[src/coll_pkg.sv]
// Types and table layout shared by the collision engine blocks
// Only the header layout with an 11-bit list 0 start is supported
// Request addresses are always 11 bits wide; the RAM uses the low ADDR_W bits
package coll_pkg;

    localparam int BUS_AW = 11;           // Request address width

    // CPU side RAM write
    typedef struct packed {
        logic              we;
        logic [BUS_AW-1:0] addr;
        logic [7:0]        data;
    } cpu_req_t;

    // Engine side RAM access, read every cycle, write on we
    typedef struct packed {
        logic              we;
        logic [BUS_AW-1:0] addr;
        logic [7:0]        wdata;
    } mem_req_t;

    // Header byte offsets from address 0
    localparam int HDR_END0_HI = 0;       // Bits 2:0 only
    localparam int HDR_END0_LO = 1;
    localparam int HDR_END1    = 2;       // List 1 end, 8 bits
    localparam int HDR_CMASK   = 3;       // List 0 enable mask
    localparam int HDR_HMASK   = 4;       // List 1 enable mask
    localparam int HDR_POS0_HI = 5;       // Bits 2:0 only
    localparam int HDR_POS0_LO = 6;
    localparam int HDR_START1  = 7;       // List 1 start, low 256 bytes

    // Object record layout
    localparam int OBJ_FLAGS  = 0;
    localparam int OBJ_HALF_W = 1;
    localparam int OBJ_HALF_H = 2;
    localparam int OBJ_X      = 3;
    localparam int OBJ_Y      = 4;
    localparam int OBJ_BYTES  = 5;        // Record stride

    // Flag bits
    localparam int FLAG_HIT   = 4;        // Set in both records on overlap
    localparam int FLAG_SHARE = 2;        // Copied from list 1 into list 0

    // Enabled cycles of low irq_n after a walk
    localparam logic [5:0] IRQ_HOLD = 6'd63;

endpackage

[src/coll_ctrl.sv]
// Start, busy and interrupt control
// A rising start edge sets busy regardless of cen
// irq_n stays low for IRQ_HOLD enabled cycles after done
// busy drops on the first clock that sees irq_n low
module coll_ctrl (
    input  logic clk,
    input  logic rst,
    input  logic cen,
    input  logic start,
    input  logic done,
    output logic run,
    output logic busy,
    output logic irq_n
);
    import coll_pkg::*;

    logic       start_l;
    logic [5:0] hold_cnt;

    // Engine stalls while the interrupt is held
    assign run = busy & (hold_cnt == 6'd0);

    always_ff @(posedge clk or posedge rst) begin
        if (rst) begin
            start_l <= 1'b0;
            busy    <= 1'b0;
        end else begin
            start_l <= start;
            if (start && !start_l) busy <= 1'b1;
            if (!irq_n) busy <= 1'b0;   // Clear wins
        end
    end

    always_ff @(posedge clk or posedge rst) begin
        if (rst) begin
            hold_cnt <= 6'd0;
            irq_n    <= 1'b1;
        end else begin
            if (done) begin
                hold_cnt <= IRQ_HOLD;   // done only pulses with cen
            end else if (cen && hold_cnt != 6'd0) begin
                hold_cnt <= hold_cnt - 6'd1;
            end
            // Low from the cycle after the load until the count ends
            if (cen) irq_n <= (hold_cnt == 6'd0);
        end
    end

endmodule

[config.mk]
export PLATFORM = sky130hd
export DESIGN_NAME = coll_ctrl
export DESIGN_NICKNAME = d
export VERILOG_FILES = /design/src/coll_pkg.sv /design/src/coll_ctrl.sv
export SDC_FILE = /design/constraint.sdc
export NUM_CORES = 1
export LEC_CHECK = 0
export BUFFER_PORTS_ARGS = -buffer_cell sky130_fd_sc_hd__buf_2
export CORE_AREA = 10 10 47 49
export DETAILED_ROUTE_END_ITERATION = 8
export DIE_AREA = 0 0 57 59
export MAX_ROUTING_LAYER = met4
export PLACE_DENSITY = 0.64
export SETUP_SLACK_MARGIN = 0.2
export SYNTH_ARGS = -nofsm -noshare
export SYNTH_HDL_FRONTEND = slang
export SYNTH_SLANG_ARGS = --single-unit
[constraint.sdc]
create_clock -name clk -period 1.7 [get_ports clk]
set_input_delay 0.085 -clock clk [delete_from_list [all_inputs] [get_ports clk]]
set_output_delay 0.085 -clock clk [all_outputs]
set_load 0.1 [all_outputs]
# Word level (Yosys, flattened, before mapping)
# Cells that the tools add are included.
# Widths: inputs -> output; s select.
op_classes:
  n_addsub: 1
  eq_ne: 1
  muxes: 4
  bitwise: 1
  n_reduce_logical: 6
op_table:
  columns: ["cell", "n"]
  rows:
  - ["$mux 6", 2]
  - ["$logic_not 6->1", 1]
  - ["$reduce_bool 6->1", 1]
  - ["$sub 6x1->6 const B", 1]
  - ["$logic_and 1x1->1", 2]
  - ["$mux 1", 2]
  - ["$ne 2x1->1 const B", 1]
  - ["$reduce_bool 2->1", 1]
  - ["$and 1x1->1", 1]
  - ["$logic_not 1->1", 1]
totals:
  reg_bits: 9
  word_cells: 17

# Logic depth before layout (Yosys ltp)
logic_depth:
  ltp_word: 4
  depth_mapped: 5
  depth_no_buf: 5

# Worst setup path before layout
# OpenSTA, ideal clock, no wires.
synth_path:
  path_kind: "reg2out"
  from: "register busy"
  to: "output port run"
  arrival_ns: 1.833
  required_ns: 1.615
  setup_slack_ns: -0.218
  stages_incl_launch_ff: 2
  n_path_buf: 0
  path_cell_list: "dfrtp_1 -> and3_1"
synth_via:
  elab_chain_cells: 1
synth_rtl:
  columns: ["element", "line_no", "text"]
  rows:
  - ["start: declaration", "coll_ctrl.sv:12", "output logic busy,"]
  - ["start signal: assignment", "coll_ctrl.sv:26", "busy <= 1'b0;"]
  - ["start signal: assignment", "coll_ctrl.sv:29", "if (start && !start_l) busy <= 1'b1;"]
  - ["start signal: assignment", "coll_ctrl.sv:30", "if (!irq_n) busy <= 1'b0;"]
  - ["$and 1x1->1", "coll_ctrl.sv:21", "assign run = busy & (hold_cnt == 6'd0);"]
  - ["end: declaration", "coll_ctrl.sv:11", "output logic run,"]
# Every way passes these cells.

# Worst setup path after layout
layout_path:
  from: "register hold_cnt[0]"
  to: "output port run"
layout_via:
  elab_chain_cells: 2
layout_rtl:
  columns: ["element", "line_no", "text"]
  rows:
  - ["start: declaration", "coll_ctrl.sv:18", "logic [5:0] hold_cnt;"]
  - ["start signal: assignment", "coll_ctrl.sv:42", "hold_cnt <= hold_cnt - 6'd1;"]
  - ["$logic_not 6->1", "coll_ctrl.sv:21", null]
  - ["$and 1x1->1", "coll_ctrl.sv:21", null]
# Every way passes these cells.

==> metrics <==
FILL cells=132; Worst Skew=2.659 ps; status=finished clean; Fin Setup TNS=0 ps; worst reg2reg startpoint=hold_cnt[0]$_DFFE_PP0P_; Via density=5.536; yosys warns=0; CP required=1620 ps; Die ar.=0.003363 sq mm; Layout area overhead=37.19%; R2R cell count=4; clock sink count=9; RSZ-0062 raised after global routing=yes; CP Depth=5; Netlist Area Pre-Place=508.0 sq um; syn nets=58; Static Leak=0.0003008 uW; largest net degree at the start of global routing=12; core area=0.001401 sq mm; Worst VDD drop=0.0004540 V; fin. max-slew vios=0; PwrDens=764.8 mW/mm^2; drt first pass iters=4; CTS root buf=clkbuf_4; Worst Setup Start Kind=flip-flop; Fin Hold WS=171.2 ps; first-pass GRT wire length=1.932 mm; clock-pin slew on the worst setup and hold paths=60 ps; Crit path max-delay family=simple AND/OR/NAND/NOR gates; Slowest cell on crit path=dfrtp_1; Die H=59 microns; Critical Path, Cell by Cell=inv_2 > ha_4 > nor3b_4 > and3_4 > buf_12; slowest cell delay on critical path=400 ps; H-Tree Depth=1; syn avg cell area=9.961 sq um; antenna-violating nets left=0; CTS Buffer Depth=2; gr ovfl total=0; WL per Instance=14.92 microns; worst-skew pair later-pin latency=260 ps; GRT Total Usage=7.411%; worst slew pin tran=485.7 ps; Site Rows=14; initial core utilization=36.25%; hold_sp=done; IO Pins=8; Yosys reg bits=9; sequential area share after synthesis=44.58%; Detailed Route Iter0 Violations=11; Hold Path Stages=3; launch point of the worst path=hold_cnt[0]$_DFFE_PP0P_; max cap viols=0; Setup-failing EPs final=0; final wirelength=1.253 mm; Critical Path Fanout Max=3; Die Wd=57 microns; Inserted Clock Buffers=3; vias in the first global route=452; post-synth cell types=29; Arrival @ worst endpoint=1490 ps; kind of critical path=reg -> out; DRC Markers=0; Synth Instances=51; Port Buffer Count=7; global placer's final weighted congestion=0.8391; Final Critical Period=1574 ps; detailed placement HPWL=822.2 microns; ANT cells=0; nets=76; Fmax achieved=635.5 MHz; Worst setup EP type=primary output; worst path bufs/invs=2; CTS tree=built; Final Hold Viols=0; layout cells sized above 1=42.65%; antenna violations before repair=0; Tcrit/Tclk final=92.56%; relative slew slack=67.84%; routed vias=465; worst hold path type=in -> reg
-- sequential cells by signal, indices dropped and copies added (netlist names) --
| name | flops |
|---|---|
| start_l | 1 |
| irq_n | 1 |
| hold_cnt | 6 |
| busy | 1 |
-- cell families after synthesis --
logic type | after synthesis | share of synthesized area (%)
compound gates | 8 | 11.08
fa+ha+maj | 2 | 4.925
buf+inv | 6 | 5.417
flops | 9 | 44.58
mux | 2 | 4.187
simple gates | 24 | 29.81
-- report_power, final --
group,internal [uW],total (uW),switching [uW]
clock,90.2,161,71.2
sequential,227,238,10.9
combinational,72.6,133,60.8
-- worst paths after layout --
path	to	slack [ps]
worst max-delay path	run	130
worst min-delay path	hold_cnt[3]$_DFFE_PP0P_	170
worst min register to register	busy$_DFFE_PP0P_	500
max in group asynchronous	irq_n$_DFFE_PP1P_	1060
worst max register to register	hold_cnt[5]$_DFFE_PP0P_	140
min in group asynchronous	hold_cnt[1]$_DFFE_PP0P_	330
-- cells in the final DEF, fill, tap and decap left out, types with 2 or more instances in the layout --
| cell type | Yosys | routed |
|---|---|---|
| dfrtp_1 | 8 | 7 |
| nor3_1 | 4 | 4 |
| inv_2 | 0 | 2 |
| buf_2 | 1 | 6 |
| clkbuf_4 | 0 | 3 |
| dlygate4sd3_1 | 0 | 2 |
| nor2_1 | 5 | 5 |
| inv_1 | 4 | 2 |
| nand2_1 | 2 | 2 |
| nor2b_1 | 2 | 2 |
| buf_4 | 1 | 6 |
-- final cells by class --
type                       instances  area [sq um]  area share [%]
sequential                         9         227.7           32.68
clock buffer                       4         26.28           3.770
multi-input combinational         36         292.8           42.01
tap                               16         20.02           2.873
timing repair buffer              15         115.1           16.52
inverter                           4         15.01           2.154
-- tightest hold or removal path, stage by stage --
cell and delay, ps:
buf_2 200, a21oi_2 50, o31ai_1 60
-- synthesized netlist by cell type (all sizes together) --
library cell,count,area [sq um]
a41o,1,10.01
mux2,1,11.26
and4,1,8.760
inv,4,15.01
o31ai,2,15.01
nor2b,2,12.51
buf,2,12.51
o21a,1,7.510
a21oi,2,10.01
nor3,5,30.03
or4b,1,13.76
nor2,5,18.77
or4,1,7.510
nor4,1,6.260
nor4bb,1,10.01
or2,1,6.260
nor3b,1,12.51
nand2,2,7.510
dfstp,1,26.28
dfrtp,8,200.2
mux2i,1,10.01
o21ai,1,5.000
a311oi,1,8.760
and3,1,6.260
and2,1,6.260
ha,2,25.02
nand3,1,5.000
-- stage by stage --
| stage | setup slack [ps] | util (%) | total power (uW) | cells | cell area [sq um] |
|---|---|---|---|---|---|
| global placement | 215.6 | 40.80 | 311.6 | 72 | 571.8 |
| floorplan | 297.3 | - | 295.9 | 51 | 514.2 |
| CTS | 139.5 | 48.13 | 529.0 | 83 | 674.4 |
| finish | 126.4 | 49.73 | 533.0 | 84 | 696.9 |
| global route | 67.38 | 49.73 | 560.0 | 84 | 696.9 |
| detailed placement | 196.1 | 40.80 | 313.2 | 72 | 571.8 |
-- timing repair --
action                     in CTS  in global routing
hold buffers                    2                  0
gates resized for setup         5                  3
hold endpoints to repair        9                  0
setup buffers                   5                  1
pin swaps                       2                  2
setup endpoints to repair       2                  5
-- routing by layer --
metal	global-route usage, %	share of wire [%]	vias up
met5	-	0	-
met4	5.034	0	0
met3	1.288	3.8	0
met2	12.09	54	16
met1	8.063	42	232
li1	-	-	217
No activity file was read; power rests on OpenSTA's default activity.
