==> src/coll_pkg.sv <==
// Types and table layout shared by the collision engine blocks
// Only the header layout with an 11-bit list 0 start is supported
// Request addresses are always 11 bits wide; the RAM uses the low ADDR_W bits
package coll_pkg;

    localparam int BUS_AW = 11;           // Request address width

    // CPU side RAM write
    typedef struct packed {
        logic              we;
        logic [BUS_AW-1:0] addr;
        logic [7:0]        data;
    } cpu_req_t;

    // Engine side RAM access, read every cycle, write on we
    typedef struct packed {
        logic              we;
        logic [BUS_AW-1:0] addr;
        logic [7:0]        wdata;
    } mem_req_t;

    // Header byte offsets from address 0
    localparam int HDR_END0_HI = 0;       // Bits 2:0 only
    localparam int HDR_END0_LO = 1;
    localparam int HDR_END1    = 2;       // List 1 end, 8 bits
    localparam int HDR_CMASK   = 3;       // List 0 enable mask
    localparam int HDR_HMASK   = 4;       // List 1 enable mask
    localparam int HDR_POS0_HI = 5;       // Bits 2:0 only
    localparam int HDR_POS0_LO = 6;
    localparam int HDR_START1  = 7;       // List 1 start, low 256 bytes

    // Object record layout
    localparam int OBJ_FLAGS  = 0;
    localparam int OBJ_HALF_W = 1;
    localparam int OBJ_HALF_H = 2;
    localparam int OBJ_X      = 3;
    localparam int OBJ_Y      = 4;
    localparam int OBJ_BYTES  = 5;        // Record stride

    // Flag bits
    localparam int FLAG_HIT   = 4;        // Set in both records on overlap
    localparam int FLAG_SHARE = 2;        // Copied from list 1 into list 0

    // Enabled cycles of low irq_n after a walk
    localparam logic [5:0] IRQ_HOLD = 6'd63;

endpackage

==> src/coll_cpu_port.sv <==
// CPU bus decoder for the collision RAM
// Writes need cs, cpu_we and bk together; writes with bk low are dropped
// Read data shows up on cpu_din two clocks after the request
// Table writes while busy is high corrupt the walk
module coll_cpu_port #(
    parameter int ADDR_W = 11
) (
    input  logic               clk,
    input  logic               rst,
    input  logic               cs,
    input  logic               cpu_we,
    input  logic               bk,
    input  logic [ADDR_W-1:0]  cpu_addr,
    input  logic [7:0]         cpu_dout,
    input  logic               busy,
    input  logic [7:0]         ram_q,
    output coll_pkg::cpu_req_t wr_req,
    output logic [7:0]         cpu_din
);
    import coll_pkg::*;

    logic rd_v;     // Read issued last cycle
    logic rd_bk;    // Its bank select

    // Write goes straight to RAM port A
    assign wr_req.we   = cs & cpu_we & bk;
    assign wr_req.addr = BUS_AW'(cpu_addr);
    assign wr_req.data = cpu_dout;

    always_ff @(posedge clk or posedge rst) begin
        if (rst) begin
            rd_v  <= 1'b0;
            rd_bk <= 1'b0;
        end else begin
            rd_v  <= cs & ~cpu_we;
            rd_bk <= bk;        // Match RAM latency
        end
    end

    // RAM byte or status, bit 0 is busy
    always_ff @(posedge clk) begin
        if (rd_v) cpu_din <= rd_bk ? ram_q : {7'd0, busy};
    end

endmodule

==> config.mk <==
export PLATFORM = sky130hd
export DESIGN_NAME = coll_cpu_port
export DESIGN_NICKNAME = d
export VERILOG_FILES = /design/src/coll_pkg.sv /design/src/coll_cpu_port.sv
export SDC_FILE = /design/constraint.sdc
export NUM_CORES = 1
export LEC_CHECK = 0
export BUFFER_PORTS_ARGS = -buffer_cell sky130_fd_sc_hd__buf_2
export CORE_MARGIN = 8
export CORE_UTILIZATION = 31
export DETAILED_ROUTE_END_ITERATION = 12
export PLACE_DENSITY_LB_ADDON = 0.05
export SYNTH_ARGS = -nofsm -noshare
export SYNTH_HDL_FRONTEND = slang
export SYNTH_SLANG_ARGS = --single-unit
==> constraint.sdc <==
create_clock -name clk -period 1.3 [get_ports clk]
set_input_delay 0.065 -clock clk [delete_from_list [all_inputs] [get_ports clk]]
set_output_delay 0.065 -clock clk [all_outputs]
set_load 0.01 [all_outputs]
Word level (Yosys, flattened, before mapping)
Cells that the tools add are included.
{ "totals": {"register_bits": 10, "out_inout_bits": 28, "word_cells": 9} }
{ "classes": {"n_mux": 1, "bitwise_logic": 4} }
{ "ops": {"columns": ["op", "n"], "rows": [
  ["AND 1 bit", 3],
  ["two-way mux 1 bit", 1],
  ["inverter 1 bit", 1]
]} }

Longest topological paths before layout
Gate-level depths: netlist (run 1).
{ "logic_depth": {"word_depth": 2, "depth_mapped": 1, "mapped_depth_nobuf": 1} }

Least setup slack after synthesis (run 1)
No wires, ideal clock.
{ "synth_path": {"path_kind": "reg2reg", "startpoint": "register rd_bk", "endpoint": "register cpu_din[0] (data pin)", "setup_time_ns": 0.260, "arrival_time_ns": 0.697, "slack_ns": 0.343, "path_stages_with_launch": 2, "n_path_buf": 0, "period_less_slack_ns": 0.957, "path_cell_list": "dfrtp_1 -> mux2_4"} }
{ "synth_via": {"elab_chain_len": 1} }
{ "synth_rtl": {"columns": ["item", "line_no", "text"], "rows": [
  ["start: declaration", "coll_cpu_port.sv:23", "logic rd_bk;"],
  ["start signal: assignment", "coll_cpu_port.sv:36", "rd_bk <= bk;"],
  ["two-way mux 1 bit", "coll_cpu_port.sv:42", "if (rd_v) cpu_din <= rd_bk ? ram_q : {7'd0, busy};"],
  ["end signal: assignment", "coll_cpu_port.sv:42", null],
  ["end: declaration", "coll_cpu_port.sv:18", "output logic [7:0] cpu_din"]
]} }
Every way passes these cells.
A chain may end at the register's enable or synchronous reset.

==> results.cfg, run 1 <==
[power_and_ir_drop]
peakVddDrop_uv = 461.2
p_leak_uw = 0.0002809
powerDensity_mw_per_mm2 = 1227

[sta]
relSlewSlack = 0.7778
finalMaxSlewViolations = 0
timing.setup.tns_ps = 0
fin_crit_sh = 0.8272
rsz0062_at_grt = false
skew_ps = 5.705
timing.final.ws_setup_ps = 224.6
fin_crit_ps = 1075
max_freq_ghz = 0.9299
setup_viol = 0
final_hold_viol_count = 0
worstMarginPinSlew_ps = 333.2
whs_ps = 29.01

[logic_synthesis]
synth_seq_area_share = 0.5617
yosysTopAreaCellShare = 0.4649
postSynthCellCount = 40
synth_nets = 73
yosysTopAreaCell = edfxtp_1
synth_area_um2 = 516.7
yosysUniqueCellTypes = 8
syn_avg_cell_area_um2 = 12.92
yosysWarnings = 0
synth_area_leaders = edfxtp_1 (46%), buf_4 (28%), and2_2 (10%), dfrtp_1 (9.7%), mux2_4 (2.9%)
ys_seq_elements = 10

[layout]
fin_area_um2 = 570.5
final_nets = 84
syn2layout_area_growth_pct = 10.41
drive_gt1_frac = 0.6800
antenna_cells = 0
utilization = 0.3701

[drt]
routed_via_density = 4.742
drt_iter0_markers = 2
via_count = 313
post_drt_wl_per_cell_um = 15.86
dr.pass1.iters = 2
wl_um = 1047
drc = 0
ant_nets = 0

[clock_network]
clk_pin_slew_worst_paths_ps = 70
clockRootBuffer = clkbuf_4
h-tree-depth = 1
cts_tree = yes
cts_buffers = 3
ctsHoldBuffers = 3
clock_sinks = 10
cts_max_path_buffers = 2
cts_setup_buffers = 0
ctsResizeCount = 0
clk_latency_ps = 270

[floorplan]
dieArea_mm2 = 0.003229
die_h_um = 56.83
ioPinCount = 61
core_mm2 = 0.001541
num_rows = 14
die_w_um = 56.83
start_util = 0.3352

[setup_path]
critPathMaxFanout = 2
end_kind = output pin
arrival_ps = 1010
r2r-end = cpu_din[0]
crit-reg2reg-launch = rd_bk
required_ps = 1240
rrSetupSlack_ps = 280
worst_path_max_delay_cell = dlygate4sd3_1
path_class = in2out
crit_top_cell = buf_2
start_kind = input pin
reg2regPathDepth = 1
cpPeakStageDelay_ps = 530
crit_chain = dlygate4sd3_1, buf_2, and3_1, buf_2

[status]
outcome = finished, final reports clean

[grt]
overflow = 0
grt_usage = 0.06652
grt_max_degree = 9
grt_pass1_vias = 361
antenna_found_initial = 0
grt_pass1_wl_um = 1649

[min_path]
hold_depth = 2
holdPathEnd = rd_v
hold_path_class = in2reg
hold_start = cs

[placed_design]
pre_cts_slack_ps = 272.3
post_dp_cell_area_um2 = 504.2
dp_hpwl_um = 830.8
port_buffers = 22
place_congestion = 0.6259

[run]
drv_cap = 0
==> Yosys cell counts <==
master	count
and2_2	7
inv_1	1
buf_4	19
dfrtp_1	2
mux2_4	1
and3_1	1
nor2b_1	1
edfxtp_1	8
==> worst max-delay path, delay by kind of cell <==
| family | cells | cell delay (ps) |
|---|---|---|
| buffers and inverters | 3 | 780 |
| AND/OR/NAND/NOR | 1 | 160 |
==> cell usage in the layout, fill, tap and decap left out <==
| cell | count |
|---|---|
| and3_1 | 1 |
| and2_2 | 7 |
| dlygate4sd3_1 | 3 |
| inv_1 | 1 |
| dfrtp_1 | 2 |
| buf_2 | 22 |
| mux2_4 | 1 |
| nor2b_1 | 1 |
| edfxtp_1 | 8 |
| clkbuf_4 | 3 |
| clkbuf_8 | 1 |
==> worst max path at each step <==
stage          depth (start not counted)         end  slack, ps   from
2_1_floorplan                          1  cpu_din[0]        340  rd_bk
3_3_place_gp                           1  cpu_din[0]        320  rd_bk
3_5_place_dp                           1  cpu_din[0]        270  rd_bk
4_1_cts                                4  wr_req[19]        220     bk
5_1_grt                                4  wr_req[19]        190     bk
6_report                               4  wr_req[19]        220     bk
==> cell families (layout without fill, tap and decap cells) <==
kind of cell | Yosys count | count (layout) | synth area share
flip-flops | 10 | 10 | 0.5617
AND/OR/NAND/NOR | 9 | 9 | 0.1259
multiplexers | 1 | 1 | 0.02905
buffers and inverters | 20 | 30 | 0.2833
==> state kept, by name (all words and copies together), names as in the netlist <==
register,flops
rd_v,1
cpu_din,8
rd_bk,1
==> metrics by stage <==
stage	power [uW]	instances
floorplan	449.7	40
global placement	416.9	59
detailed placement	418.8	59
CTS	709.3	66
global route	728.8	66
finish	699.9	66
==> layout make-up <==
| class | count | area (um^2) |
|---|---|---|
| timing repair buffer | 25 | 140.1 |
| tap | 16 | 20.02 |
| sequential | 10 | 290.3 |
| inverter | 1 | 3.754 |
| fill | 161 | 970.9 |
| multi-input combinational | 10 | 80.08 |
| clock buffer | 4 | 36.28 |
==> layer usage <==
metal | GRT usage | routed length (um) | share of wire
met2 | 0.09875 | 468 | 0.45
met1 | 0.04269 | 309 | 0.30
met4 | 0.09060 | 97 | 0.093
met5 | 0 | 0 | 0
met3 | 0.05393 | 172 | 0.16
==> power breakdown <==
part	internal (uW)	switching [uW]	total (uW)	leakage (uW)
sequential	357	8.54	365	0.000109
combinational	35.7	16.4	52.1	0.000151
clock	170	112	283	0.0000210
total	563	137	700	0.000281
Power figures use the tool's default switching activity.
==> run 2, diff against run 1 <==
- ABC_AREA: default -> 1
- CORE_UTILIZATION: 31 -> 29
- clock period: 1.3 -> 0.95 ns (I/O delays scaled with it)
==> results.cfg, run 2 <==
[setup_path]
start_kind = flop
arrival_ps = 780
critPathMaxFanout = 8
required_ps = 880
end_kind = flop
crit-reg2reg-launch = rd_v
path_class = reg2reg
startpoint = rd_v

[clock_network]
clock_sinks = 10
clk_pin_slew_worst_paths_ps = 70
clk_latency_ps = 260
cts_buffers = 3
cts_max_path_buffers = 2
cts_tree = yes
h-tree-depth = 1
clockRootBuffer = clkbuf_4
cts_setup_buffers = 0

[layout]
fillers = 201
final_cell_mix = buf_2 (22), nand2_1 (11), inv_1 (9), edfxtp_1 (8)
syn2layout_area_growth_pct = 8.491
drive_gt1_frac = 0.4355
antenna_cells = 0
reg.largest.list = cpu_din (8), rd_bk (1), rd_v (1)
multi_input_area_um2 = 48.80
final_nets = 96
top_register = cpu_din
regArea_um2 = 291.5
utilization = 0.3333
largest_reg_flops = 8
mostFrequentLayoutCell = buf_2

[grt]
grt_max_degree = 10
grt_usage = 0.07559
grt_pass1_vias = 360
grt_pass1_wl_um = 1876
antenna_found_initial = 0
overflow = 0

[floorplan]
core_mm2 = 0.001727
die_w_um = 58.77
num_rows = 15
ioPinCount = 61
start_util = 0.3072
dieArea_mm2 = 0.003454
die_h_um = 58.77

[power_and_ir_drop]
powerDensity_mw_per_mm2 = 1487
p_leak_uw = 0.0003299
peakVddDrop_uv = 532.4

[placed_design]
dp_hpwl_um = 1042
place_congestion = 0.5612
pre_cts_slack_ps = 52.28
port_buffers = 22

[logic_synthesis]
ys.flop_type = edfxtp_1
yosysWarnings = 0
post-synth-top-count-cell = buf_4
postSynthCellCount = 53
syn_avg_cell_area_um2 = 10.01
yosysTopAreaCell = edfxtp_1
ys_seq_elements = 10
synth_seq_area_share = 0.5472
synth_edf_count = 8
yosysUniqueCellTypes = 8
synthTopCellsByCount = buf_4 (19), nand2_1 (11), inv_1 (9), edfxtp_1 (8)
synth_nets = 86
yosysTopAreaCellShare = 0.4528
async_flop_share = 0.2000
synth_area_leaders = edfxtp_1 (45%), buf_4 (27%), dfrtp_1 (9.4%), nand2_1 (7.8%), inv_1 (6.4%)
synth_area_um2 = 530.5

[sta]
max_freq_ghz = 1.174
timing.final.ws_setup_ps = 98.05
relSlewSlack = 0.7930
fin_crit_sh = 0.8968
finalMaxSlewViolations = 0
timing.setup.tns_ps = 0
setup_viol = 0
rsz0062_at_grt = false
worstMarginPinSlew_ps = 310.6
fin_crit_ps = 851.9
skew_ps = 5.011
final_hold_viol_count = 0

[drt]
drc = 0
routed_via_density = 3.816
wl_um = 1233
via_count = 332
drt_iter0_markers = 1
post_drt_wl_per_cell_um = 14.17
ant_nets = 0
dr.pass1.iters = 3

[run]
drv_cap = 0

[status]
outcome = finished, final reports clean

[min_path]
hold_path_class = in2reg
hold_start = cs
-- run 2: cell types whose count changed in the layout (fill, tap and decap cells not counted) --
cell	previous run	this run
nand2_1	0	11
inv_1	1	9
and2_2	7	0
nor2_1	0	2
and3_1	1	0
clkbuf_8	1	0
clkinv_1	0	1
dfrtp_1	2	1
dfrtp_2	0	1
inv_2	0	1
mux2_4	1	0
nor2b_1	1	0
-- run 2: final timing paths --
check	end	slack, ps	cells after the start
worst min-delay path	rd_v	9	3
worst max register to register	cpu_din[1]	100	0
worst min register to register	cpu_din[5]	660	2
worst max-delay path	cpu_din[1]	100	0
max in group asynchronous	rd_bk	660	3
min in group asynchronous	rd_v	170	3
-- run 2: cell type report --
cell class	instances	area share
sequential	10	0.5065
clock buffer	3	0.03913
timing repair buffer	25	0.2435
inverter	10	0.06522
clock inverter	1	0.006522
tap	25	0.05435
multi-input combinational	13	0.08478
-- run 2: repair_timing --
item	4_1_cts	5_1_grt
endpoints found under the setup margin	0	1
resized for setup	0	1
hold buffers	3	0
hold endpoints to repair	4	0
-- run 2: metal layers --
layer,global-route usage,wire length [um]
met1,0.05646,364
met2,0.1153,545
met3,0.04565,232
met4,0.1024,91
met5,0,0
-- run 2: power breakdown --
part	switching, uW	total [uW]	internal [uW]
clock network	137	288	151
logic	27.9	67.3	39.4
registers	12.8	500	487
-- run 2: cells by family after synthesis --
| group | count (synthesis) | share of synthesized area |
|---|---|---|
| DFF | 10 | 0.5472 |
| and+or+nand+nor | 13 | 0.09199 |
| buffers and inverters | 30 | 0.3608 |
-- run 2: through the flow --
stage          cell area, um^2  hold slack (ps)  cells  total power, uW
3_5_place_dp             518.0           -95.96     80            569.0
4_1_cts                  574.3            2.162     87            873.5
5_1_grt                  575.6            20.08     87            916.6
3_3_place_gp             518.0           -96.86     80            568.4
6_report                 575.6            8.628     87            855.6
2_1_floorplan            530.5           -211.3     53            616.5
