==> src/coll_pkg.sv <==
// Types and table layout shared by the collision engine blocks
// Only the header layout with an 11-bit list 0 start is supported
// Request addresses are always 11 bits wide; the RAM uses the low ADDR_W bits
package coll_pkg;

    localparam int BUS_AW = 11;           // Request address width

    // CPU side RAM write
    typedef struct packed {
        logic              we;
        logic [BUS_AW-1:0] addr;
        logic [7:0]        data;
    } cpu_req_t;

    // Engine side RAM access, read every cycle, write on we
    typedef struct packed {
        logic              we;
        logic [BUS_AW-1:0] addr;
        logic [7:0]        wdata;
    } mem_req_t;

    // Header byte offsets from address 0
    localparam int HDR_END0_HI = 0;       // Bits 2:0 only
    localparam int HDR_END0_LO = 1;
    localparam int HDR_END1    = 2;       // List 1 end, 8 bits
    localparam int HDR_CMASK   = 3;       // List 0 enable mask
    localparam int HDR_HMASK   = 4;       // List 1 enable mask
    localparam int HDR_POS0_HI = 5;       // Bits 2:0 only
    localparam int HDR_POS0_LO = 6;
    localparam int HDR_START1  = 7;       // List 1 start, low 256 bytes

    // Object record layout
    localparam int OBJ_FLAGS  = 0;
    localparam int OBJ_HALF_W = 1;
    localparam int OBJ_HALF_H = 2;
    localparam int OBJ_X      = 3;
    localparam int OBJ_Y      = 4;
    localparam int OBJ_BYTES  = 5;        // Record stride

    // Flag bits
    localparam int FLAG_HIT   = 4;        // Set in both records on overlap
    localparam int FLAG_SHARE = 2;        // Copied from list 1 into list 0

    // Enabled cycles of low irq_n after a walk
    localparam logic [5:0] IRQ_HOLD = 6'd63;

endpackage

==> src/coll_engine.sv <==
// Collision walk over list 0 against list 1
// Address for the next byte is presented one state ahead, RAM latency is 1
// Advances only while cen and run are both high
// List 1 pointers are 8 bits and wrap, so list 1 sits in the first 256 bytes
// Box edges use 8-bit wrapping arithmetic and strict unsigned compares
module coll_engine #(
    parameter int ADDR_W = 11
) (
    input  logic               clk,
    input  logic               rst,
    input  logic               cen,
    input  logic               run,
    input  logic [7:0]         ram_q,
    output coll_pkg::mem_req_t eng_req,
    output logic               done
);
    import coll_pkg::*;

    typedef enum logic [4:0] {
        S_IDLE, S_HDR,
        S_O_FLAGS, S_O_X, S_O_Y, S_O_HW, S_O_HH,
        S_I_FLAGS, S_I_X, S_I_Y, S_I_HW, S_I_HH,
        S_W0, S_W1, S_I_NEXT, S_O_NEXT, S_FIN
    } state_t;

    state_t            state;
    logic [2:0]        hdr_idx;             // Header byte being read
    logic [10:0]       end0, pos0;
    logic [7:0]        end1, start1, pos1;
    logic [7:0]        cmask, hmask;
    logic [7:0]        flag0, flag1;        // flag0 latched once per outer step
    logic [7:0]        x0, y0, l0, r0, t0, b0;
    logic [7:0]        x1, y1, l1, r1;
    logic [7:0]        t1, b1;              // Straight from the half height byte
    logic              hit;
    logic [ADDR_W-1:0] req_addr;

    // Record byte address
    function automatic logic [ADDR_W-1:0] rec(input logic [10:0] base, input int off);
        return ADDR_W'(base + 11'(off));
    endfunction

    assign t1  = y1 - ram_q;
    assign b1  = y1 + ram_q;
    assign hit = (l1 < r0) && (l0 < r1) && (t1 < b0) && (t0 < b1);

    assign done = cen & run & (state == S_FIN);

    // Address for the byte the next state consumes
    always_comb begin
        req_addr = '0;
        case (state)
            S_IDLE:    req_addr = ADDR_W'(HDR_END0_HI);
            S_HDR:     req_addr = (int'(hdr_idx) == HDR_START1) ? rec(pos0, OBJ_FLAGS)
                                                                : ADDR_W'(hdr_idx + 3'd1);
            S_O_FLAGS: req_addr = rec(pos0, OBJ_X);
            S_O_X:     req_addr = rec(pos0, OBJ_Y);
            S_O_Y:     req_addr = rec(pos0, OBJ_HALF_W);
            S_O_HW:    req_addr = rec(pos0, OBJ_HALF_H);
            S_O_HH:    req_addr = rec({3'd0, start1}, OBJ_FLAGS);
            S_I_FLAGS: req_addr = rec({3'd0, pos1}, OBJ_X);
            S_I_X:     req_addr = rec({3'd0, pos1}, OBJ_Y);
            S_I_Y:     req_addr = rec({3'd0, pos1}, OBJ_HALF_W);
            S_I_HW:    req_addr = rec({3'd0, pos1}, OBJ_HALF_H);
            S_W0:      req_addr = rec(pos0, OBJ_FLAGS);          // List 0 write-back
            S_W1:      req_addr = rec({3'd0, pos1}, OBJ_FLAGS);  // List 1 write-back
            S_I_NEXT:  req_addr = rec({3'd0, pos1}, OBJ_FLAGS);
            S_O_NEXT:  req_addr = rec(pos0, OBJ_FLAGS);
            default:   req_addr = '0;
        endcase
    end

    always_comb begin
        eng_req.addr  = BUS_AW'(req_addr);
        eng_req.we    = cen & run & ((state == S_W0) | (state == S_W1));
        eng_req.wdata = flag1;
        eng_req.wdata[FLAG_HIT] = 1'b1;
        if (state == S_W0) begin
            eng_req.wdata = flag0;
            eng_req.wdata[FLAG_HIT]   = 1'b1;
            eng_req.wdata[FLAG_SHARE] = flag0[FLAG_SHARE] | flag1[FLAG_SHARE];
        end
    end

    always_ff @(posedge clk or posedge rst) begin
        if (rst) begin
            state   <= S_IDLE;
            hdr_idx <= 3'd0;
        end else if (cen && run) begin
            case (state)
                S_IDLE: begin
                    hdr_idx <= 3'd0;
                    state   <= S_HDR;
                end
                S_HDR: begin
                    case (int'(hdr_idx))
                        HDR_END0_HI: end0[10:8] <= ram_q[2:0];
                        HDR_END0_LO: end0[7:0]  <= ram_q;
                        HDR_END1:    end1       <= ram_q;
                        HDR_CMASK:   cmask      <= ram_q;
                        HDR_HMASK:   hmask      <= ram_q;
                        HDR_POS0_HI: pos0[10:8] <= ram_q[2:0];
                        HDR_POS0_LO: pos0[7:0]  <= ram_q;
                        default:     start1     <= ram_q;
                    endcase
                    hdr_idx <= hdr_idx + 3'd1;
                    if (int'(hdr_idx) == HDR_START1) state <= S_O_FLAGS;
                end
                S_O_FLAGS: begin
                    flag0 <= ram_q;
                    if ((ram_q & cmask) == 8'd0) begin    // Masked out
                        pos0  <= pos0 + 11'(OBJ_BYTES);
                        state <= S_O_NEXT;
                    end else begin
                        state <= S_O_X;
                    end
                end
                S_O_X: begin x0 <= ram_q; state <= S_O_Y; end
                S_O_Y: begin y0 <= ram_q; state <= S_O_HW; end
                S_O_HW: begin
                    l0    <= x0 - ram_q;
                    r0    <= x0 + ram_q;
                    state <= S_O_HH;
                end
                S_O_HH: begin
                    t0    <= y0 - ram_q;
                    b0    <= y0 + ram_q;
                    pos1  <= start1;                // Inner walk restarts
                    state <= S_I_FLAGS;
                end
                S_I_FLAGS: begin
                    flag1 <= ram_q;
                    if ((ram_q & hmask) == 8'd0) begin
                        pos1  <= pos1 + 8'(OBJ_BYTES);
                        state <= S_I_NEXT;
                    end else begin
                        state <= S_I_X;
                    end
                end
                S_I_X: begin x1 <= ram_q; state <= S_I_Y; end
                S_I_Y: begin y1 <= ram_q; state <= S_I_HW; end
                S_I_HW: begin
                    l1    <= x1 - ram_q;
                    r1    <= x1 + ram_q;
                    state <= S_I_HH;
                end
                S_I_HH: begin
                    if (hit) begin
                        state <= S_W0;
                    end else begin
                        pos1  <= pos1 + 8'(OBJ_BYTES);
                        state <= S_I_NEXT;
                    end
                end
                S_W0: state <= S_W1;
                S_W1: begin
                    pos1  <= pos1 + 8'(OBJ_BYTES);
                    state <= S_I_NEXT;
                end
                S_I_NEXT: begin
                    if (pos1 < end1) begin
                        state <= S_I_FLAGS;
                    end else begin
                        pos0  <= pos0 + 11'(OBJ_BYTES);   // Inner list done
                        state <= S_O_NEXT;
                    end
                end
                S_O_NEXT: state <= (pos0 < end0) ? S_O_FLAGS : S_FIN;
                default:  state <= S_IDLE;                // S_FIN, done pulses here
            endcase
        end
    end

endmodule

==> config.mk <==
export PLATFORM = sky130hd
export DESIGN_NAME = coll_engine
export DESIGN_NICKNAME = d
export VERILOG_FILES = /design/src/coll_pkg.sv /design/src/coll_engine.sv
export SDC_FILE = /design/constraint.sdc
export NUM_CORES = 1
export LEC_CHECK = 0
export ABC_AREA = 1
export BUFFER_PORTS_ARGS = -buffer_cell sky130_fd_sc_hd__buf_2
export CAP_MARGIN = 5
export CORE_AREA = 2 2 194 196
export CTS_CLUSTER_DIAMETER = 150
export DETAILED_ROUTE_END_ITERATION = 10
export DIE_AREA = 0 0 196 198
export REMOVE_ABC_BUFFERS = 1
export SLEW_MARGIN = 15
export SYNTH_ARGS = -nofsm -noshare
export SYNTH_HDL_FRONTEND = slang
export SYNTH_SLANG_ARGS = --single-unit
==> constraint.sdc <==
create_clock -name clk -period 3.8 [get_ports clk]
set_input_delay 0.38 -clock clk [delete_from_list [all_inputs] [get_ports clk]]
set_output_delay 0.38 -clock clk [all_outputs]
set_load 0.03 [all_outputs]
## Word level (Yosys, flattened, before mapping)

Index checks and enable logic that the tools add are counted.

- Bits in registers: 166
- Latch bits: 0
- Bits in writable memories: 0
- Bits in read-only memories: 0
- Input bits: 12
- Word-level logic and storage cells: 141
- Memories kept: 0

- Add/sub/neg operators: 20
- $mul: 0
- Divide/modulo/power cells: 0
- $lt $le $gt $ge: 6
- Eq/ne operators: 30
- Shift-type cells: 0
- Mux-type cells: 19
- Bitwise operators: 9
- Reductions and logical operators: 34

Operator list:

| cell | number |
|---|---|
| $pmux 11 s12 | 1 |
| $pmux 5 s16 | 1 |
| $eq 5x4->1 const B | 8 |
| $lt 8x8->1 | 5 |
| $mux 11 | 3 |
| $pmux 11 s3 | 1 |
| $add 8x8->8 | 4 |
| $mux 8 | 4 |
| $pmux 8 s4 | 1 |
| $sub 8x8->8 | 4 |
| $reduce_and 3->1 | 9 |
| $reduce_and 4->1 | 6 |
| $add 11x2->11 const B | 2 |
| $add 11x3->11 const B | 2 |
| $eq 5x3->1 const B | 4 |
| $add 8x2->9 const B | 2 |
| $and 8x8->8 | 2 |
| $logic_not 8->1 | 2 |
| $reduce_and 6->1 | 2 |
| $add 11x1->11 const B | 1 |
| $lt 11x11->1 | 1 |
| $eq 5x2->1 const B | 2 |
| $mux 5 | 2 |
| $ne 2x2->1 const B | 5 |
| 28 further kinds | 44 |

## Logic depth before layout (Yosys ltp)

Gate-level depths: netlist (run 1).

- Depth after elaboration: 6
- Mapped depth: 23
- Mapped depth without buffers: 23

## Least setup slack after synthesis (run 1)

No wires, ideal clock.

- Path kind: input to register
- From: in ram_q[1]
- To: reg pos1[0] (enable)
- Library setup time: 0.383 ns
- Data arrival time: 2.946 ns
- Setup slack: 0.471 ns
- Stages: 18
- Cell sequence: inv_1 -> ha_1 -> a21oi_1 -> o21bai_1 -> nand2_1 -> o311ai_0 -> xor2_1 -> ha_1 -> nand2_1 -> o21ai_0 -> inv_1 -> nand2_1 -> nor2_1 -> nand2_1 -> nor2_1 -> nand2_1 -> nor2_1 -> nor3_1

- Word-level cells in the longest chain between the ends: 6
- Elaborated cells on any way between the ends: 11
- Those cells by class: add/sub (2); order compare (2); eq/ne (2); bitwise (1); reduce/logical (4)

RTL lines:

| what | line | source |
|---|---|---|
| start, declared | coll_engine.sv:13 | `input logic [7:0] ram_q,` |
| $sub 8x8->8 | coll_engine.sv:43 | `assign t1 = y1 - ram_q;` |
| $lt 8x8->1 | coll_engine.sv:45 | `assign hit = (l1 < r0) && (l0 < r1) && (t1 < b0) && (t0 < b1);` |
| $logic_and 1x1->1 (2 in series) | coll_engine.sv:45 |  |
| $ne 2x2->1 (no line) | -- |  |
| $reduce_and 5->1 (no line) (*) | -- |  |
| end signal, assigned | coll_engine.sv:128 | `pos1 <= start1;` |
| end signal, assigned | coll_engine.sv:134 | `pos1 <= pos1 + 8'(OBJ_BYTES);` |
| end signal, assigned | coll_engine.sv:151 | `pos1 <= pos1 + 8'(OBJ_BYTES);` |
| end, declared | coll_engine.sv:29 | `logic [7:0] end1, start1, pos1;` |

Every way passes the cells marked *; elsewhere a longest branch is shown, timed or not.
A chain may end at the register's enable or synchronous reset.

==> reports/metrics.yaml, run 1 <==
status: "finished, final reports clean"
yosys_warnings: 0
cpLargestDelayFamily: "simple AND/OR/NAND/NOR gates"
cts_inserted_buffers: 17
ys_top_cells_by_area: "edfxtp_1, ha_1, nand2_1"
synthArstFlopShare: 0.0497
dr.pass1.iters: 5
synth-edff-count: 153
die_w_um: 196
nets: 1413
tightest_slew_ns: 0.915
slowest_stage: "dfrtp_1"
r2r_start: "y1[0]"
rr_endpoint: "pos1[0]"
grt_pass1_vias: 8679
synth-seq-cells: 161
critPathKind: "reg2out"
critPathCaptureType: "output port"
cap_violations: 0
worstHoldEndpoint: "hmask[0]"
numClockSinks: 161
routedWlPerCell_um: 17.4
cts_root_buf: "clkbuf_16"
port-buffer-count: 31
clock-skew-final_ns: 0.00912
critPathRequiredTime_ns: 3.42
finalSetupTns_ns: 0
synth_area_um2: 10900
powerDensity_nw_per_um2: 458
regToRegSetupSlack_ns: 0.49
vias: 8686
synth_top_cell_area_share: 0.421
synth_cell_types: 45
worst_slack_ns: 0.297
path_clk_slew_ns: 0.07
start_util: 0.295
num_antenna_cells: 0
io_pins: 33
clk_latency_ns: 0.44
coreArea_um2: 37000
drt_iter0_drc: 743
cts_tree: "built"
grt_pass1_wl_um: 48300
power_mw: 5.67
ctsLongestPathBuffers: 2
fill_cells: 3832
min_from: "ram_q[0]"
cts_max_level: 4
via_per_inst: 4.94
holdPathStages: 2
area_growth_pct: 13.5
hp-class: "in2reg"
synth_top_flop_cell: "edfxtp_1"
vdd_drop_max_uv: 573
p_leak_nw: 5.43
hold_viol: 0
grt_usage: 0.162
finalCritPeriodShare: 0.922
cp_slowest_stage_delay_ns: 0.45
cp_max_fo: 10
r2r_cells: 22
max_slew_margin: 0.388
rsz0062_at_grt: "false"
post_cts_buffers: 0
place.gp.congestion: 0.898
holdWs_ns: 0.406
antenna_found_initial: 0
placed_area_um2: 11700
finalWirelength_um: 30600
cp-start-kind: "register"
drc: 0
cp_num_buf_inv: 3
synthTopCellsByCount: "nand2_1, inv_1, edfxtp_1, ha_1, nor2_1"
period_minus_slack_ns: 3.50
stdcell_area_um2: 12400
fp.dieArea_um2: 38800
ant_nets: 0
avgSynthCellArea_um2: 8.96
post-synth-top-count-cell: "nand2_1"
num_rows: 71
ys_seq_area_frac: 0.440
slew_violations: 0
grt_overflow: 0
dpl.hpwl_um: 23600
fmax_mhz: 285
crit_chain: "inv_2 -> nand3_2 -> nor2_1 -> inv_2 -> ha_1 -> a21oi_1 -> nor2_1 -> nand2_1 -> nor2_1 -> o21ai_1 -> nor3_1 -> nand2_1 -> buf_2"
die-height_um: 198
grt_max_degree: 19
cp.arrival_ns: 3.12
synth_top_area_cell: "edfxtp_1"
drive_above_1_share: 0.0872
path_common_cell: "nor2_1"
dp_slack_ns: 0.353
syn_inst: 1216
setup_violations: 0
==> cell type report <==
type / instances / area, um^2 / area share
clock buffers: 17 / 425 / 0.0344
clock inverters: 15 / 195 / 0.0158
inverters: 198 / 743 / 0.0601
multi-input cells: 842 / 5300 / 0.429
flip-flops and latches: 161 / 4790 / 0.388
well taps: 474 / 593 / 0.0479
repair buffers: 52 / 315 / 0.0255
==> state kept, by name, summed over array words and instances, names as in the netlist, 8 cells and up <==
name and count:
cmask 8, t0 8, l1 8, x1 8, end1 8, pos0 11
end0 11, y1 8, start1 8, x0 8, hmask 8, y0 8
pos1 8, l0 8
==> worst max path at each step <==
stage | from | end | slack [ns] | cells past startpoint
final | state[4] | eng_req[15] | 0.30 | 13
after floorplan | ram_q[1] | pos1[0] | 0.47 | 18
after global placement | ram_q[4] | pos1[7] | 0.35 | 19
after CTS | state[4] | eng_req[11] | 0.22 | 12
after global routing | state[4] | eng_req[11] | 0.10 | 12
after detailed placement | ram_q[4] | pos1[4] | 0.35 | 19
==> where the power goes <==
| group | internal [mW] | switching [mW] | leakage, nW |
|---|---|---|---|
| Combinational | 0.471 | 1.22 | 3.65 |
| Clock | 1.06 | 0.787 | 0.304 |
| Sequential | 2.05 | 0.0872 | 1.48 |
| Total | 3.57 | 2.10 | 5.43 |
==> layer usage <==
layer	up-vias	GRT usage	wire (um)	share of wire
li1	4218	-	-	-
met1	4138	0.208	13500	0.44
met2	288	0.274	14500	0.48
met3	42	0.0382	1970	0.065
met4	0	0.0452	568	0.019
met5	-	0	0	0
==> layout by cell type (no fill, tap or decap), types with 3 or more instances in the layout <==
master	count
a21oi_1	74
a221oi_1	3
buf_2	31
buf_4	20
bufinv_16	3
clkbuf_16	17
dfrtp_1	8
edfxtp_1	153
fa_1	10
ha_1	119
inv_1	186
inv_2	12
inv_6	3
inv_8	4
nand2_1	234
nand3_1	56
nand4_1	19
nor2_1	94
nor2_2	5
nor3_1	23
o211ai_1	6
o21ai_0	67
o21ai_1	10
o22ai_1	9
o31ai_1	13
xnor2_1	12
xor2_1	53
==> cell families (layout without fill, tap and decap cells) <==
| logic type | after synthesis | count (layout) | share of synthesized area |
|---|---|---|---|
| other | 1 | 1 | 0.000344 |
| adders and majority gates | 129 | 129 | 0.155 |
| DFF | 161 | 161 | 0.440 |
| AOI/OAI and AO/OA | 205 | 205 | 0.107 |
| muxes | 1 | 1 | 0.00103 |
| and+or+nand+nor | 441 | 441 | 0.170 |
| buffers and inverters | 213 | 282 | 0.0744 |
| xor gates and xnor gates | 65 | 65 | 0.0522 |
==> stage by stage <==
stage                     std cells   util
after CTS                      1759  0.335
after global routing           1759  0.335
after global placement         1726  0.318
after floorplan                1201      -
final                          1759  0.335
after detailed placement       1726  0.318
==> timing repair <==
action	4_1_cts	5_1_grt
hold endpoints to repair	8	0
resized for setup	0	1
endpoints found under the setup margin	0	1
hold buffers	1	0
Power figures use the tool's default switching activity.
==> run 2: changes to the inputs <==
- RECOVER_POWER: default -> 100
==> reports/metrics.yaml, run 2 (synthesis results as in run 1) <==
multi_input_area_um2: 5280  # -0.52%
final_cells: 1759  # unchanged
cap_violations: 1  # +1
fmax_mhz: 279  # -2.2%
die-height_um: 198  # unchanged
grt_overflow: 0  # unchanged
num_antenna_cells: 0  # unchanged
cts_max_level: 4  # unchanged
mostFrequentLayoutCell: "nand2_1"
start_util: 0.295  # unchanged
finalSetupTns_ns: 0  # unchanged
clk_latency_ns: 0.43  # about the same
die_w_um: 196  # unchanged
critPathRequiredTime_ns: 3.42  # about the same
max_slew_margin: -0.0320  # -0.420
area_growth_pct: 12.4
cts_root_buf: "clkbuf_16"
hp-class: "in2async"
port-buffer-count: 31  # unchanged
dpl.hpwl_um: 23600  # unchanged
vias: 8674  # -0.14%
grt_usage: 0.162  # unchanged
drive_above_1_share: 0.0506  # -0.0366
period_minus_slack_ns: 3.58  # +0.0793 ns
tightest_slew_ns: 1.54  # +0.621 ns
fin_util: 0.332  # -0.00318
mostFrequentLayoutCells: "nand2_1, inv_1, edfxtp_1, ha_1, nor2_1"
routedWlPerCell_um: 17.3  # -0.35%
violations: "capacitance limit, slew limit"
dp_cells: 1726  # unchanged
coreArea_um2: 37000  # unchanged
io_pins: 33  # unchanged
critPathKind: "reg2out"
antenna_found_initial: 0  # unchanged
drt_iter0_drc: 676  # -9.0%
p_leak_nw: 5.29  # -2.6%
grt_pass1_wl_um: 48300  # unchanged
cp.arrival_ns: 3.20  # +0.08 ns
via_per_inst: 4.93  # -0.14%
rr_endpoint: "pos1[0]"
seqCellArea_um2: 4790  # unchanged
fill_cells: 3866  # +0.89%
largestRegisters: "end0 x11, pos0 x11"
dr.pass1.iters: 5  # unchanged
setup_violations: 0  # unchanged
crit_chain: "inv_2 -> nand3_1 -> nor2_1 -> inv_1 -> ha_1 -> a21oi_1 -> nor2_1 -> nand2_1 -> nor2_1 -> o21ai_1 -> nor3_1 -> nand2_1 -> buf_2"
hold_viol: 0  # unchanged
slowest_stage: "dfrtp_1"
regToRegSetupSlack_ns: 0.44  # -0.05 ns
cts_tree: "built"
drc: 0  # unchanged
numClockSinks: 161  # unchanged
num_rows: 71  # unchanged
r2r_cells: 22  # unchanged
clock-skew-final_ns: 0.00845  # -0.000671 ns
grt_pass1_vias: 8679  # unchanged
grt_max_degree: 19  # unchanged
cp_num_buf_inv: 3  # unchanged
cts_inserted_buffers: 17  # unchanged
finalCritPeriodShare: 0.943  # +0.0209
r2r_start: "y1[0]"
ctsLongestPathBuffers: 2  # unchanged
vdd_drop_max_uv: 593  # +3.5%
fp.dieArea_um2: 38800  # unchanged
nets: 1413  # unchanged
rsz0062_at_grt: "false"
cp_slowest_stage_delay_ns: 0.45  # about the same
finalWirelength_um: 30500  # -0.35%
ant_nets: 0  # unchanged
cp_max_fo: 10  # unchanged
cp-start-kind: "register"
critPathCaptureType: "output port"
path_common_cell: "nor2_1"
cpLargestDelayFamily: "simple AND/OR/NAND/NOR gates"
powerDensity_nw_per_um2: 459  # +0.15%
place.gp.congestion: 0.898  # unchanged
status: "finished with violations"
path_clk_slew_ns: 0.07  # about the same
slew_violations: 9  # +9
-- run 2: cell types whose count changed in the layout (fill, tap and decap cells not counted), moves of 2 or more --
cell      before  now
clkbuf_1       0   38
buf_2         31    6
buf_4         20    3
o21ai_0       67   75
o21ai_1       10    2
clkbuf_2       0    4
inv_1        186  189
inv_2         12    9
nor2_1        94   97
nor2_2         5    3
-- run 2: through the flow --
| stage | hold WS [ns] | worst slack (ns) | total power, mW | cell area (um^2) |
|---|---|---|---|---|
| final | 0.538 | 0.218 | 5.63 | 12300 |
| after global routing | 0.573 | 0.0808 | 5.92 | 12300 |
| after CTS | 0.401 | 0.225 | 5.67 | 12400 |
| after detailed placement | 0.412 | 0.353 | 3.83 | 11700 |
| after global placement | 0.406 | 0.350 | 3.83 | 11700 |
| after floorplan | 0.196 | 0.470 | 3.25 | 10800 |
-- run 2: worst max path at each step --
stage	slack, ns	to	start	cells past startpoint
6_report	0.22	eng_req[15]	state[4]	13
5_1_grt	0.08	eng_req[15]	state[4]	13
4_1_cts	0.22	eng_req[11]	state[4]	12
3_5_place_dp	0.35	pos1[4]	ram_q[4]	19
3_3_place_gp	0.35	pos1[7]	ram_q[4]	19
2_1_floorplan	0.47	pos1[0]	ram_q[1]	18
-- run 2: layout make-up --
class / instances / area share
inverters: 198 / 0.0607
repair buffers: 52 / 0.0184
clock buffers: 17 / 0.0347
flip-flops and latches: 161 / 0.391
clock inverters: 15 / 0.0159
multi-input cells: 842 / 0.431
well taps: 474 / 0.0484
-- run 2: timing repair --
| item | in CTS | in global routing |
|---|---|---|
| hold buffers | 1 | 0 |
| endpoints found under the setup margin | 0 | 1 |
| buffers inserted | 0 | 0 |
| resized for setup | 0 | 1 |
| endpoints found under the hold margin | 8 | 0 |
-- run 2: power breakdown --
group          leakage [nW]  internal, mW  switching, mW
combinational          3.51         0.443           1.21
sequential             1.48          2.05         0.0854
clock                 0.304          1.06          0.783
-- run 2: routing by layer --
| layer | vias to the layer above | GRT usage | routed length [um] |
|---|---|---|---|
| met5 | - | 0 | 0 |
| met4 | 0 | 0.0452 | 582 |
| met3 | 37 | 0.0382 | 2200 |
| met2 | 309 | 0.274 | 14400 |
| met1 | 4110 | 0.208 | 13200 |
| li1 | 4218 | - | - |
-- run 2: worst min-delay path, stage by stage --
cell           delay (ns)
dlygate4sd3_1        0.54
clkbuf_1             0.15
inv_1                0.30
==> run 3: changes to the inputs <==
--- a/config.mk
+++ b/config.mk
@@ -9,8 +9,9 @@
 export BUFFER_PORTS_ARGS = -buffer_cell sky130_fd_sc_hd__buf_2
 export CAP_MARGIN = 5
-export CORE_AREA = 2 2 194 196
+export CORE_AREA = 2 2 134 136
 export CTS_CLUSTER_DIAMETER = 150
 export DETAILED_ROUTE_END_ITERATION = 10
-export DIE_AREA = 0 0 196 198
+export DIE_AREA = 0 0 136 138
+export PLACE_DENSITY = 0.81
 export RECOVER_POWER = 100
 export REMOVE_ABC_BUFFERS = 1
==> constraint.sdc (replaced) <==
create_clock -name clk -period 3.8 [get_ports clk]
set_input_delay 0.19 -clock clk [delete_from_list [all_inputs] [get_ports clk]]
set_output_delay 0.19 -clock clk [all_outputs]
set_load 0.03 [all_outputs]
==> reports/metrics.yaml, run 3 (synthesis results as in run 1) <==
status: "finished, final reports clean"
grt_max_degree: 22  # +3
post_cts_buffers: 0  # unchanged
vdd_drop_max_uv: 354  # -40%
rr_endpoint: "pos1[4]"
rsz0062_at_grt: "false"
cts_tree: "built"
hp-class: "in2reg"
min_from: "run"
num_antenna_cells: 0  # unchanged
p_leak_nw: 5.26  # -0.64%
area_growth_pct: 8.93
cp_num_buf_inv: 4  # +1
drc: 0  # unchanged
die-height_um: 138  # -30%
mostFrequentLayoutCell: "nand2_1"
port-buffer-count: 31  # unchanged
largestRegisters: "end0 x11, pos0 x11"
path_clk_slew_ns: 0.07  # about the same
dr.pass1.iters: 6  # +1
placed_area_um2: 11400  # -2.8%
cts_inserted_buffers: 17  # unchanged
fill_cells: 1452  # -62%
worstHoldEndpoint: "hdr_idx[2]"
cp_slowest_stage_delay_ns: 0.85  # +0.40 ns
ant_nets: 0  # unchanged
via_per_inst: 5.78  # +17%
cp.arrival_ns: 3.56  # +0.36 ns
clock-skew-final_ns: 0.00787  # -0.000584 ns
critPathRequiredTime_ns: 3.96  # +0.54 ns
finalWirelength_um: 27700  # -9.1%
regToRegSetupSlack_ns: 0.50  # +0.06 ns
cp_max_fo: 16  # +6
cts_max_level: 4  # unchanged
tightest_slew_ns: 1.40  # -0.137 ns
path_depth: 18  # +5
setup_violations: 0  # unchanged
path_common_cell: "nor2_1"
place.gp.congestion: 0.969  # +7.9%
slew_violations: 0  # -9
hold_viol: 0  # unchanged
cpLargestDelayFamily: "buffers and inverters"
routedWlPerCell_um: 18.3  # +5.8%
grt_overflow: 0  # unchanged
grt_pass1_wl_um: 43600  # -9.9%
holdPathStages: 4
dp_cells: 1478  # -14%
slowest_stage: "clkbuf_1"
cts_root_buf: "clkbuf_16"
finalSetupTns_ns: 0  # unchanged
stdcell_area_um2: 11900  # -3.1%
antenna_found_initial: 1  # +1
coreArea_um2: 17500  # -53%
max_slew_margin: 0.0669  # +0.0989
grt_pass1_vias: 8388  # -3.4%
r2r_cells: 22  # unchanged
powerDensity_nw_per_um2: 450  # -2.0%
nets: 1410  # -0.21%
start_util: 0.622  # +0.327
num_rows: 49  # -31%
fp.dieArea_um2: 18800  # -52%
crit_chain: "clkbuf_1 -> clkbuf_1 -> ha_1 -> a21oi_1 -> o311ai_0 -> xor2_1 -> ha_1 -> nand2_1 -> inv_1 -> nor2_1 -> o21ai_0 -> nor2_1 -> nand2_1 -> nor2_1 -> nand2_1 -> nor2_1 -> nor3_1 -> clkbuf_2"
cap_violations: 0  # -1
die_w_um: 136  # -31%
ctsLongestPathBuffers: 2  # unchanged
critPathCaptureType: "register"
drt_iter0_drc: 913  # +35%
io_pins: 33  # unchanged
drive_above_1_share: 0.0445  # -0.00612
mostFrequentLayoutCells: "nand2_1, inv_1, edfxtp_1, ha_1, nor2_1"
finalCritPeriodShare: 0.895  # -0.0481
vias: 8737  # +0.73%
period_minus_slack_ns: 3.40  # -0.183 ns
numClockSinks: 161  # unchanged
grt_usage: 0.303  # +0.141
clk_latency_ns: 0.44  # about the same
worstSetupStartpoint: "ram_q[4]"
cp-start-kind: "input port"
fmax_mhz: 294  # +5.4%
final_cells: 1511  # -14%
critPathKind: "in2reg"
r2r_start: "y1[0]"
dpl.hpwl_um: 20700  # -12%
-- run 3: stage by stage --
step	utilization	setup WS (ns)	hold WS (ns)	total power, mW
floorplan	-	0.526	0.00566	3.25
global placement	0.650	0.600	0.180	3.70
detailed placement	0.650	0.478	0.197	3.72
CTS	0.684	0.568	0.265	5.37
global route	0.677	0.152	0.350	5.57
finish	0.677	0.401	0.268	5.35
-- run 3: routing by layer --
layer	part of all wire	wire, um	vias to the layer above	global-route usage
met5	0	0	-	0
met4	0.026	733	0	0.117
met3	0.085	2350	60	0.0623
met2	0.47	13000	422	0.481
met1	0.42	11700	4043	0.411
li1	-	-	4212	-
-- run 3: cell type report --
cell class	instances	area (um^2)	share of cell area
Clock buffer	18	439	0.0370
Inverter	198	743	0.0626
Clock inverter	14	140	0.0118
Multi-Input combinational cell	842	5260	0.443
Tap cell	229	287	0.0241
Sequential cell	161	4790	0.404
Timing Repair Buffer	49	209	0.0176
-- run 3: report_power, final --
part	switching, mW	internal, mW	leakage, nW
registers	0.0833	2.05	1.48
logic	1.11	0.437	3.49
clock network	0.780	0.889	0.284
-- run 3: what timing repair did --
action / 4_1_cts / 5_1_grt
resized for setup: 0 / 0
endpoints found under the hold margin: 8 / 0
setup endpoints to repair: 0 / 0
hold buffers: 1 / 0
-- run 3: worst max-delay path by stage --
stage / end / slack (ns)
floorplan: pos1[0] / 0.53
global placement: pos1[7] / 0.60
detailed placement: pos1[5] / 0.48
CTS: pos1[0] / 0.57
global route: pos1[4] / 0.15
finish: pos1[4] / 0.40
-- run 3: worst reg2reg max path: cells and delay by family (launching register included) --
kind	cells	cell delay, ns
buffers and inverters	4	0.44
xor gates and xnor gates	1	0.09
and+or+nand+nor	10	0.68
AOI/OAI and AO/OA	4	0.60
DFF	1	0.39
adders and majority gates	3	0.81
